--- src/design/mmu_pkg.sv ---
// shared widths and encodings for the Sv39 data translation path
// design and bench files use these through scoped names

package mmu_pkg;

  // ----------------------------------------
  // address and page number widths
  // ----------------------------------------
  localparam int unsigned VLEN  = 39;
  localparam int unsigned PLEN  = 56;
  localparam int unsigned VPN_W = 27;
  localparam int unsigned PPN_W = 44;

  // leaf pte as kept in the tlb
  // ppn sits directly above the ten flag bits
  localparam int unsigned PTE_W       = 54;
  localparam int unsigned PTE_PPN_LSB = 10;

  // ----------------------------------------
  // pte flag bit positions
  // ----------------------------------------
  localparam int unsigned PTE_V  = 0;
  localparam int unsigned PTE_R  = 1;
  localparam int unsigned PTE_WR = 2;
  localparam int unsigned PTE_X  = 3;
  localparam int unsigned PTE_U  = 4;
  // bit 5 is the global flag and stays unused without asid matching
  localparam int unsigned PTE_A  = 6;
  localparam int unsigned PTE_D  = 7;

  // ----------------------------------------
  // page level codes on the refill port
  // ----------------------------------------
  localparam logic [1:0] LVL_4K = 2'd0;
  localparam logic [1:0] LVL_2M = 2'd1;
  localparam logic [1:0] LVL_1G = 2'd2;

  // privilege levels seen by load/store checks
  localparam logic [1:0] PRIV_U = 2'd0;
  localparam logic [1:0] PRIV_S = 2'd1;

  // ----------------------------------------
  // exception cause codes
  // ----------------------------------------
  localparam logic [3:0] CAUSE_LD_MISALIGNED = 4'd4;
  localparam logic [3:0] CAUSE_ST_MISALIGNED = 4'd6;
  localparam logic [3:0] CAUSE_LD_PAGE_FAULT = 4'd13;
  localparam logic [3:0] CAUSE_ST_PAGE_FAULT = 4'd15;

endpackage

--- src/design/tlb_lookup_if.sv ---
// request plus its tlb lookup result, passed between pipeline stages
// tx drives the bundle, rx samples or consumes it

`timescale 1ns/1ps

interface tlb_lookup_if;

  // request side
  logic                     req;
  logic                     is_store;
  logic                     misaligned;
  logic [mmu_pkg::VLEN-1:0] vaddr;

  // lookup result
  // translate low means bare mode with hit forced high
  logic                      translate;
  logic                      hit;
  logic [mmu_pkg::PTE_W-1:0] pte;
  logic                      is_2m;
  logic                      is_1g;

  modport tx (
    output req,
    output is_store,
    output misaligned,
    output vaddr,
    output translate,
    output hit,
    output pte,
    output is_2m,
    output is_1g
  );

  modport rx (
    input req,
    input is_store,
    input misaligned,
    input vaddr,
    input translate,
    input hit,
    input pte,
    input is_2m,
    input is_1g
  );

endinterface

--- src/design/dtlb.sv ---
// fully associative data tlb with zero cycle lookup
// refilled and flushed from outside, round-robin victim selection

`timescale 1ns/1ps

module dtlb #(
  parameter int unsigned TLB_ENTRIES = 4
) (
  input  logic                        clk_i,
  input  logic                        rst_ni,
  input  logic                        en_translation_i,
  input  logic                        req_i,
  input  logic                        is_store_i,
  input  logic                        misaligned_i,
  input  logic [mmu_pkg::VLEN-1:0]    vaddr_i,
  input  logic                        refill_i,
  input  logic [mmu_pkg::VPN_W-1:0]   refill_vpn_i,
  input  logic [mmu_pkg::PTE_W-1:0]   refill_pte_i,
  input  logic [1:0]                  refill_level_i,
  input  logic                        flush_i,
  output logic                        dtlb_hit_o,
  output logic                        dtlb_miss_o,
  tlb_lookup_if.tx                    lu
);

  localparam int unsigned IDX_W = $clog2(TLB_ENTRIES);

  // entry state, only valid bits are control
  logic [TLB_ENTRIES-1:0]    valid_q;
  logic [mmu_pkg::VPN_W-1:0] vpn_q   [TLB_ENTRIES];
  logic [mmu_pkg::PTE_W-1:0] pte_q   [TLB_ENTRIES];
  logic [1:0]                level_q [TLB_ENTRIES];
  logic [IDX_W-1:0]          repl_ptr_q;

  logic [TLB_ENTRIES-1:0] entry_match;
  logic                   match;
  logic [IDX_W-1:0]       hit_idx;
  logic                   lu_hit;

  // ----------------------------------------
  // lookup
  // ----------------------------------------
  always_comb begin
    for (int i = 0; i < TLB_ENTRIES; i++) begin
      // vpn[2] always compared
      entry_match[i] = valid_q[i] && (vpn_q[i][26:18] == vaddr_i[38:30]);
      // vpn[1] unless gigapage
      if (level_q[i] != mmu_pkg::LVL_1G) begin
        entry_match[i] = entry_match[i] && (vpn_q[i][17:9] == vaddr_i[29:21]);
      end
      // vpn[0] only for 4K pages
      if (level_q[i] != mmu_pkg::LVL_1G && level_q[i] != mmu_pkg::LVL_2M) begin
        entry_match[i] = entry_match[i] && (vpn_q[i][8:0] == vaddr_i[20:12]);
      end
    end
  end

  // lowest matching index wins if aliases ever exist
  always_comb begin
    match   = 1'b0;
    hit_idx = '0;
    for (int i = 0; i < TLB_ENTRIES; i++) begin
      if (!match && entry_match[i]) begin
        match   = 1'b1;
        hit_idx = IDX_W'(i);
      end
    end
  end

  // bare mode always reports a hit
  assign lu_hit      = en_translation_i ? (req_i && match) : 1'b1;
  assign dtlb_hit_o  = lu_hit;
  assign dtlb_miss_o = req_i && en_translation_i && !match;

  // lookup bundle towards the request register
  assign lu.req        = req_i;
  assign lu.is_store   = is_store_i;
  assign lu.misaligned = misaligned_i;
  assign lu.vaddr      = vaddr_i;
  assign lu.translate  = en_translation_i;
  assign lu.hit        = lu_hit;
  assign lu.pte        = (en_translation_i && match) ? pte_q[hit_idx] : '0;
  assign lu.is_2m      = en_translation_i && match && (level_q[hit_idx] == mmu_pkg::LVL_2M);
  assign lu.is_1g      = en_translation_i && match && (level_q[hit_idx] == mmu_pkg::LVL_1G);

  // ----------------------------------------
  // refill and flush
  // ----------------------------------------
  // flush beats refill, victim pointer only moves on an accepted refill
  always_ff @(posedge clk_i or negedge rst_ni) begin
    if (!rst_ni) begin
      valid_q    <= '0;
      repl_ptr_q <= '0;
    end else if (flush_i) begin
      valid_q <= '0;
    end else if (refill_i) begin
      valid_q[repl_ptr_q] <= 1'b1;
      // wraps on its own, entry count is a power of two
      repl_ptr_q          <= repl_ptr_q + 1'b1;
    end
  end

  always_ff @(posedge clk_i) begin
    if (refill_i && !flush_i) begin
      vpn_q[repl_ptr_q]   <= refill_vpn_i;
      pte_q[repl_ptr_q]   <= refill_pte_i;
      level_q[repl_ptr_q] <= refill_level_i;
    end
  end

endmodule

--- src/design/fault_check.sv ---
// physical address assembly and load/store permission checks
// purely combinational on the registered request

`timescale 1ns/1ps

module fault_check (
  tlb_lookup_if.rx                   chk,
  input  logic [1:0]                 priv_lvl_i,
  input  logic                       sum_i,
  input  logic                       mxr_i,
  output logic                       valid_o,
  output logic [mmu_pkg::PLEN-1:0]   paddr_o,
  output logic                       ex_valid_o,
  output logic [3:0]                 ex_cause_o,
  output logic [mmu_pkg::VLEN-1:0]   ex_tval_o
);

  logic [mmu_pkg::PPN_W-1:0] ppn;
  logic                      readable;
  logic                      priv_err;
  logic                      ld_fault;
  logic                      st_fault;
  logic                      page_fault;

  assign ppn = chk.pte[mmu_pkg::PTE_W-1:mmu_pkg::PTE_PPN_LSB];

  // ----------------------------------------
  // address assembly
  // ----------------------------------------
  always_comb begin
    if (!chk.translate) begin
      // bare mode passes the zero extended address
      paddr_o = {{(mmu_pkg::PLEN - mmu_pkg::VLEN){1'b0}}, chk.vaddr};
    end else begin
      paddr_o = {ppn, chk.vaddr[11:0]};
      // megapage keeps vpn[0] from the virtual address
      if (chk.is_2m) begin
        paddr_o[20:12] = chk.vaddr[20:12];
      end
      // gigapage keeps vpn[1] and vpn[0]
      if (chk.is_1g) begin
        paddr_o[29:12] = chk.vaddr[29:12];
      end
    end
  end

  // ----------------------------------------
  // permission checks
  // ----------------------------------------
  // mxr makes execute-only pages readable
  assign readable = chk.pte[mmu_pkg::PTE_R] || (chk.pte[mmu_pkg::PTE_X] && mxr_i);

  // user pages need sum in S mode and supervisor pages are closed to U mode
  assign priv_err = ((priv_lvl_i == mmu_pkg::PRIV_U) && !chk.pte[mmu_pkg::PTE_U]) ||
                    ((priv_lvl_i == mmu_pkg::PRIV_S) && chk.pte[mmu_pkg::PTE_U] && !sum_i);

  assign ld_fault = !chk.pte[mmu_pkg::PTE_V] || !readable ||
                    !chk.pte[mmu_pkg::PTE_A] || priv_err;

  // stores also need the dirty bit already set
  assign st_fault = !chk.pte[mmu_pkg::PTE_V] || !chk.pte[mmu_pkg::PTE_WR] ||
                    !chk.pte[mmu_pkg::PTE_A] || !chk.pte[mmu_pkg::PTE_D] || priv_err;

  // only a real hit under translation can page fault
  assign page_fault = chk.translate && chk.hit && (chk.is_store ? st_fault : ld_fault);

  // ----------------------------------------
  // result and exception select
  // ----------------------------------------
  // a miss drops the request unless it is misaligned
  assign valid_o    = chk.req && (chk.hit || chk.misaligned);
  assign ex_valid_o = chk.req && (chk.misaligned || page_fault);

  always_comb begin
    ex_cause_o = '0;
    ex_tval_o  = '0;
    if (ex_valid_o) begin
      ex_tval_o = chk.vaddr;
      // misaligned has priority over page fault
      if (chk.misaligned) begin
        ex_cause_o = chk.is_store ? mmu_pkg::CAUSE_ST_MISALIGNED
                                  : mmu_pkg::CAUSE_LD_MISALIGNED;
      end else begin
        ex_cause_o = chk.is_store ? mmu_pkg::CAUSE_ST_PAGE_FAULT
                                  : mmu_pkg::CAUSE_LD_PAGE_FAULT;
      end
    end
  end

endmodule

--- src/design/mmu_top.sv ---
// data side translation top, tlb lookup then request register then checks
// result for a request at edge N is valid after edge N+1

`timescale 1ns/1ps

module mmu_top #(
  parameter int unsigned TLB_ENTRIES = 4
) (
  input  logic                        clk_i,
  input  logic                        rst_ni,
  input  logic                        en_translation_i,
  input  logic                        req_i,
  input  logic                        is_store_i,
  input  logic                        misaligned_i,
  input  logic [mmu_pkg::VLEN-1:0]    vaddr_i,
  input  logic                        refill_i,
  input  logic [mmu_pkg::VPN_W-1:0]   refill_vpn_i,
  input  logic [mmu_pkg::PTE_W-1:0]   refill_pte_i,
  input  logic [1:0]                  refill_level_i,
  input  logic                        flush_i,
  input  logic [1:0]                  priv_lvl_i,
  input  logic                        sum_i,
  input  logic                        mxr_i,
  output logic                        dtlb_hit_o,
  output logic                        dtlb_miss_o,
  output logic                        valid_o,
  output logic [mmu_pkg::PLEN-1:0]    paddr_o,
  output logic                        ex_valid_o,
  output logic [3:0]                  ex_cause_o,
  output logic [mmu_pkg::VLEN-1:0]    ex_tval_o
);

  // registered privilege context
  logic [1:0] priv_lvl_q;
  logic       sum_q;
  logic       mxr_q;

  tlb_lookup_if lu_bus ();
  tlb_lookup_if chk_bus ();

  dtlb #(
    .TLB_ENTRIES (TLB_ENTRIES)
  ) i_dtlb (
    .clk_i            (clk_i),
    .rst_ni           (rst_ni),
    .en_translation_i (en_translation_i),
    .req_i            (req_i),
    .is_store_i       (is_store_i),
    .misaligned_i     (misaligned_i),
    .vaddr_i          (vaddr_i),
    .refill_i         (refill_i),
    .refill_vpn_i     (refill_vpn_i),
    .refill_pte_i     (refill_pte_i),
    .refill_level_i   (refill_level_i),
    .flush_i          (flush_i),
    .dtlb_hit_o       (dtlb_hit_o),
    .dtlb_miss_o      (dtlb_miss_o),
    .lu               (lu_bus.tx)
  );

  req_stage i_req_stage (
    .clk_i      (clk_i),
    .rst_ni     (rst_ni),
    .lu         (lu_bus.rx),
    .priv_lvl_i (priv_lvl_i),
    .sum_i      (sum_i),
    .mxr_i      (mxr_i),
    .chk        (chk_bus.tx),
    .priv_lvl_o (priv_lvl_q),
    .sum_o      (sum_q),
    .mxr_o      (mxr_q)
  );

  fault_check i_fault_check (
    .chk        (chk_bus.rx),
    .priv_lvl_i (priv_lvl_q),
    .sum_i      (sum_q),
    .mxr_i      (mxr_q),
    .valid_o    (valid_o),
    .paddr_o    (paddr_o),
    .ex_valid_o (ex_valid_o),
    .ex_cause_o (ex_cause_o),
    .ex_tval_o  (ex_tval_o)
  );

endmodule

--- src/design/req_stage.sv ---
// one cycle register between tlb lookup and fault checking
// privilege context is captured with the request it belongs to

`timescale 1ns/1ps

module req_stage (
  input  logic        clk_i,
  input  logic        rst_ni,
  tlb_lookup_if.rx    lu,
  input  logic [1:0]  priv_lvl_i,
  input  logic        sum_i,
  input  logic        mxr_i,
  tlb_lookup_if.tx    chk,
  output logic [1:0]  priv_lvl_o,
  output logic        sum_o,
  output logic        mxr_o
);

  // everything cleared so chk.req is low out of reset
  always_ff @(posedge clk_i or negedge rst_ni) begin
    if (!rst_ni) begin
      chk.req        <= 1'b0;
      chk.is_store   <= 1'b0;
      chk.misaligned <= 1'b0;
      chk.vaddr      <= '0;
      chk.translate  <= 1'b0;
      chk.hit        <= 1'b0;
      chk.pte        <= '0;
      chk.is_2m      <= 1'b0;
      chk.is_1g      <= 1'b0;
      priv_lvl_o     <= '0;
      sum_o          <= 1'b0;
      mxr_o          <= 1'b0;
    end else begin
      // request and lookup result
      chk.req        <= lu.req;
      chk.is_store   <= lu.is_store;
      chk.misaligned <= lu.misaligned;
      chk.vaddr      <= lu.vaddr;
      chk.translate  <= lu.translate;
      chk.hit        <= lu.hit;
      chk.pte        <= lu.pte;
      chk.is_2m      <= lu.is_2m;
      chk.is_1g      <= lu.is_1g;
      // context of the same cycle
      priv_lvl_o     <= priv_lvl_i;
      sum_o          <= sum_i;
      mxr_o          <= mxr_i;
    end
  end

endmodule

--- config.mk ---
export PLATFORM = sky130hd
export DESIGN_NAME = mmu_top
export DESIGN_NICKNAME = d
export VERILOG_FILES = /design/src/design/mmu_pkg.sv /design/src/design/tlb_lookup_if.sv /design/src/design/dtlb.sv /design/src/design/fault_check.sv /design/src/design/mmu_top.sv /design/src/design/req_stage.sv
export SDC_FILE = /design/constraint.sdc
export NUM_CORES = 1
export LEC_CHECK = 0
export ABC_AREA = 1
export BUFFER_PORTS_ARGS = -buffer_cell sky130_fd_sc_hd__buf_2
export CAP_MARGIN = 40
export CORE_MARGIN = 2
export CORE_UTILIZATION = 58
export CTS_CLUSTER_DIAMETER = 150
export CTS_CLUSTER_SIZE = 12
export DETAILED_ROUTE_END_ITERATION = 16
export GPL_ROUTABILITY_DRIVEN = 0
export GPL_TIMING_DRIVEN = 0
export PLACE_DENSITY = 0.81
export RECOVER_POWER = 100
export SYNTH_ARGS = -nofsm -noshare
export SYNTH_HDL_FRONTEND = slang
export SYNTH_SLANG_ARGS = --single-unit
export TNS_END_PERCENT = 100
--- constraint.sdc ---
create_clock -name clk_i -period 5.6 [get_ports clk_i]
set_input_delay 0.56 -clock clk_i [delete_from_list [all_inputs] [get_ports clk_i]]
set_output_delay 0.56 -clock clk_i [all_outputs]
set_load 0.05 [all_outputs]
==> metrics, run 1 <==
xor/xnor share of the synthesized area 2.80%; Initial Util 58.6%; Worst VDD drop 0.000287 V; core area 0.0304 mm^2; drt via density 5.54; GRT Util Overall 29.6%; top-level port count 237; CP Data Required Time 5.75 ns; RSZ-0062 raised after global routing false; initial drt markers 1382; largest family of logic cells by synthesized area simple AND/OR/NAND/NOR gates; Inserted Clock Buffers 41; Synth Area in Adders 0.561%; clock root buffer clkbuf_16; area delta synth->final 14.7%; clk sink count 427; post-synthesis simple-gate area fraction 16.7%; Post-CTS Resized 0; via count 12600; synth warn 0; Hold Path Class primary input to flip-flop; max_cap viols 13; hold slack final 0.130 ns; slowest stage delay, CP 1.24 ns; Worst EP arrival 4.66 ns; fin util 67.2%; final HPWL from detailed placement 33100 um; Seq/Total Area, Yosys 68.9%; crit share post-route 80.4%; leakage power 8.42 nW; mux cell area share after synthesis 0%; Crit Path Class flip-flop to flip-flop; final critical-path required period 4.50 ns; syn_area_per_cell 11.6 um^2; hold_buf cts 0; Startpoint Class flip-flop; die width 179 um; failing checks capacitance limit, slew limit; synthesized flop and latch total 427; Synth cell types 33; Post-Route Skew 0.0203 ns; worst-margin pin slew 2.53 ns; Synth async-reset ratio 25.1%; net count reported at finish 1972; total congestion overflow 0; first-pass GRT wire length 69400 um; relative slew slack -68.8%; layout cell share with drive strength beyond 1 7.74%; Cells after Synth 1541; final setup vio count 0; cell area power density 343 mW/mm^2; H-tree depth 2; slowest stage cell, crit path nor2_1; vias in the first global route 12400; DRC Markers 0; syn_nets 1683; Critical Path End Type flip-flop; die area 0.0322 mm^2; Critical Path Fanout Max 21; die height 179 um; f_max 222 MHz; Pre-Repair DR Iteration Count 5; clk slew on worst S/H paths 0.06 ns; antenna violations before repair 8; Synth Area in Compound Gates 3.45%; crit-path cells inv_1 -> ha_1 -> inv_1 -> nor2_1 -> clkbuf_1 -> clkbuf_1; largest net degree at the start of global routing 62; pins over their slew limit 377; hold path depth 1; drt wl/cell 21.0 um; outcome complete, but fails checks; Placement Rows 64; CTS tree yes; setup bufs post-CTS 0; port bufs 233; r2r worst-path depth 6; Worst-Skew Late Latency 0.54 ns; Max clock buf depth 3; Total Wirelength 47500 um; Cell Area, Synth 0.0178 mm^2; ys flop type edfxtp_1; number of synthesized flops with an enable pin 320; Hold Violations, Final 0; antenna-violating nets left 0
==> stage by stage <==
stage / total power [mW] / setup slack [ns] / TNS, ns / area [um^2] / cells
6_report: 7.01 / 1.10 / 0 / 20500 / 2264
5_1_grt: 7.25 / 0.848 / 0 / 20400 / 2258
4_1_cts: 7.09 / 1.72 / 0 / 21000 / 2256
3_5_place_dp: 4.62 / 2.31 / 0 / 19800 / 2183
3_3_place_gp: 4.57 / -1.90 / -593.55 / 19500 / 2170
2_1_floorplan: 4.28 / 0.825 / 0 / 17800 / 1541
==> cell families after synthesis <==
logic type,count (synthesis)
AO/OA/AOI/OAI,118
AND/OR/NAND/NOR,617
flip-flops,427
adder cells (fa/ha/maj),8
XOR/XNOR,57
buffers and inverters,314
==> state kept, by name, indices dropped and copies added, names as in the netlist, 2 cells and up <==
name	cells
i_dtlb.vpn_q	108
i_req_stage.priv_lvl_o	2
i_req_stage.chk.pte	51
i_dtlb.level_q	8
i_dtlb.pte_q	204
i_dtlb.valid_q	4
i_req_stage.chk.vaddr	39
i_dtlb.repl_ptr_q	2
==> final timing paths <==
check                      slack (ns)                        end                 start
max in group asynchronous        2.11    i_req_stage.chk.pte[51]                rst_ni
hold / removal                   0.13  i_req_stage.priv_lvl_o[1]         priv_lvl_i[1]
setup reg to reg                 1.10        i_dtlb.pte_q[1][40]  i_dtlb.repl_ptr_q[1]
min in group asynchronous        0.80   i_req_stage.chk.vaddr[2]                rst_ni
hold reg to reg                  0.52          i_dtlb.valid_q[2]     i_dtlb.valid_q[2]
setup / recovery                 1.10        i_dtlb.pte_q[1][40]  i_dtlb.repl_ptr_q[1]
==> synth_stat cells (12+ instances only) <==
cell type | count | area (um^2)
nand3b_1 | 102 | 766
edfxtp_1 | 320 | 9610
buf_4 | 16 | 120
clkbuf_1 | 17 | 63.8
nor2_1 | 115 | 432
nand2_1 | 235 | 882
xnor2_1 | 28 | 245
dfrtp_1 | 107 | 2680
xor2_1 | 29 | 254
buf_2 | 35 | 175
o21ai_0 | 38 | 190
a21oi_1 | 67 | 335
inv_1 | 226 | 848
nand4_1 | 12 | 75.1
nand3_1 | 127 | 636
==> worst max-delay path: cells and delay by family (launching register included) <==
kind / cells / cell delay [ns]
buffers and inverters: 4 / 2.31
AND/OR/NAND/NOR: 1 / 1.24
flip-flops: 1 / 0.40
adder cells (fa/ha/maj): 1 / 0.16
==> final cells by class <==
type	count	area [um^2]
Clock inverter	4	47.5
Multi-Input combinational cell	800	4180
Fill cell	2274	9980
Clock buffer	69	1130
Antenna cell	8	20.0
Timing Repair Buffer	246	972
Buffer	78	434
Inverter	236	886
Sequential cell	427	12300
Tap cell	396	495
==> report_power, final <==
group,internal (mW),switching (mW),total (mW)
combinational,0.176,0.545,0.721
sequential,3.70,0.0752,3.78
clock,1.38,1.13,2.51
total,5.26,1.75,7.01
==> per-layer routing <==
layer  vias up  global-route usage, %  wire length, um
met5         -                      0               13
li1       5675                      -                -
met2       833                   49.3            22500
met3       149                   8.59             6040
met1      5894                   36.7            16900
met4         2                   11.7             2020
==> placed cells by master, fill, tap and decap left out, types with 41 or more instances in the layout <==
cell type	instances
a21oi_1	68
clkbuf_16	41
inv_1	227
buf_2	54
nand3_1	127
dfrtp_1	107
nor2_1	115
edfxtp_1	320
nand2_1	235
nand3b_1	102
clkbuf_1	275
Note: power is estimated with default switching activity, not from simulation.
==> inputs of run 2 (changes only) <==
==> constraint.sdc (replaced) <==
create_clock -name clk_i -period 4.45 [get_ports clk_i]
set_input_delay 0.445 -clock clk_i [delete_from_list [all_inputs] [get_ports clk_i]]
set_output_delay 0.445 -clock clk_i [all_outputs]
set_load 0.05 [all_outputs]
==> run 2 against run 1 <==
Against the previous run: the flow still finishes with violations (capacitance limit, slew limit); clock skew fell by 0.00083 ns; total power rose by 26%; core utilization rose by 0.14 points; largest cell class unchanged.
==> metrics, run 2 (synthesis gave the netlist of run 1 again) <==
Post-CTS Resized 0; worst-margin pin slew 2.72 ns; port bufs 233; f_max 250 MHz; drt wl/cell 21.0 um; leakage power 8.45 nW; max_cap viols 9; relative slew slack -81.5%; Top Registers i_dtlb.pte_q x204, i_dtlb.vpn_q x108, i_req_stage.chk.pte x51; antenna violations before repair 8; vias in the first global route 12400; Startpoint Class flip-flop; Worst-Skew Late Latency 0.54 ns; failing checks capacitance limit, slew limit; clk sink count 427; Post-Route Skew 0.0195 ns; Post-DP Area 0.0198 mm^2; clock root buffer clkbuf_16; layout cell share with drive strength beyond 1 8.01%; drt via density 5.57; net count reported at finish 1973; Initial Util 58.6%; die width 179 um; Critical Path Fanout Max 10; cell area power density 431 mW/mm^2; final setup TNS 0 ns; die height 179 um; Total Wirelength 47400 um; final HPWL from detailed placement 33100 um; commonest non-fill, non-tap cell in the layout edfxtp_1; max reg flops 204; total congestion overflow 0; total power 8.83 mW; final critical-path required period 4.00 ns; first-pass GRT wire length 69400 um; core area 0.0304 mm^2; antenna-violating nets left 0; via count 12600; clk slew on worst S/H paths 0.06 ns; fill cell count 2266; Crit Path Class flip-flop to output pin; GRT Util Overall 29.6%; outcome complete, but fails checks; Max clock buf depth 3; area delta synth->final 14.9%; RSZ-0062 raised after global routing false; Hold Path Class primary input to flip-flop; largest net degree at the start of global routing 62; Worst EP arrival 3.55 ns; CP Data Required Time 4.01 ns; Placement Rows 64; CTS tree yes; final setup vio count 0; crit share post-route 89.9%; Inserted Clock Buffers 41; Pre-Repair DR Iteration Count 5; top-level port count 237; Critical Path End Type output pin; H-tree depth 2; cell area after layout 0.0205 mm^2; pins over their slew limit 239; die area 0.0322 mm^2; DRC Markers 0; Worst VDD drop 0.000361 V; initial drt markers 1274; Top reg by flops i_dtlb.pte_q; most frequent cells in the layout edfxtp_1, clkbuf_1, nand2_1; Hold Violations, Final 0
run 2: cell count changes in the layout (fill, tap and decap cells not counted):
cell / delta
clkbuf_2: +1
diode_2: -2
inv_1: -1
inv_2: +1
dlygate4sd3_1: +1
buf_2: +2
buf_12: +1
buf_16: +1
buf_6: -1
clkbuf_1: -4
run 2: cell type report:
class                   count  area [um^2]  share of cell area [%]
well taps                 396          495                    2.42
repair buffers            247         1030                    5.01
multi-input cells         800         4180                    20.4
flip-flops and latches    427        12300                    60.0
inverters                 236          886                    4.32
plain buffers              78          427                    2.08
diodes                      6         15.0                  0.0733
clock inverters             4         47.5                   0.232
clock buffers              69         1130                    5.52
run 2: layer usage:
| layer | vias up | GRT usage, % | routed length (um) |
|---|---|---|---|
| met5 | - | 0 | 24 |
| met3 | 158 | 8.59 | 5850 |
| met1 | 5967 | 36.7 | 16900 |
| met4 | 4 | 11.7 | 2080 |
| li1 | 5675 | - | - |
| met2 | 795 | 49.3 | 22600 |
run 2: final timing paths:
kind                                           start                   endpoint  slack (ns)  cells past startpoint
max                        i_req_stage.chk.translate                paddr_o[19]        0.45                      7
max in group asynchronous                     rst_ni  i_req_stage.chk.vaddr[30]        1.58                      2
min reg2reg                        i_dtlb.valid_q[2]          i_dtlb.valid_q[2]        0.52                      2
min                                            sum_i          i_req_stage.sum_o        0.01                      1
min in group asynchronous                     rst_ni   i_req_stage.chk.vaddr[2]        1.33                      2
max reg2reg                     i_dtlb.repl_ptr_q[0]        i_dtlb.pte_q[0][53]        0.49                      5
run 2: through the flow:
stage | hold slack (ns) | setup slack [ns] | cells | util [%]
global route | 0.000317 | 0.215 | 2259 | 67.3
detailed placement | 0.504 | 1.27 | 2183 | 65.1
global placement | 0.471 | -2.94 | 2170 | 64.1
floorplan | 0.149 | -0.210 | 1541 | -
CTS | 0.00152 | 0.686 | 2257 | 69.0
finish | 0.0149 | 0.451 | 2263 | 67.4
run 2: repair_timing:
item / 4_1_cts / 5_1_grt
hold buffers: 1 / 0
hold endpoints to repair: 46 / 0
setup buffers: 0 / 0
run 2: power breakdown:
| group | switching, mW | internal [mW] |
|---|---|---|
| Sequential | 0.0947 | 4.66 |
| Combinational | 0.688 | 0.230 |
| Clock | 1.42 | 1.74 |
| Total | 2.21 | 6.62 |
run 2: critical path, cell delays in order, from the launching register on:
cell and delay [ns]:
dfrtp_1 0.32, clkbuf_1 0.64, inv_1 0.09, nor2_1 0.50, nand2_1 0.42, clkbuf_1 0.33, a21oi_1 0.21, clkbuf_1 0.49
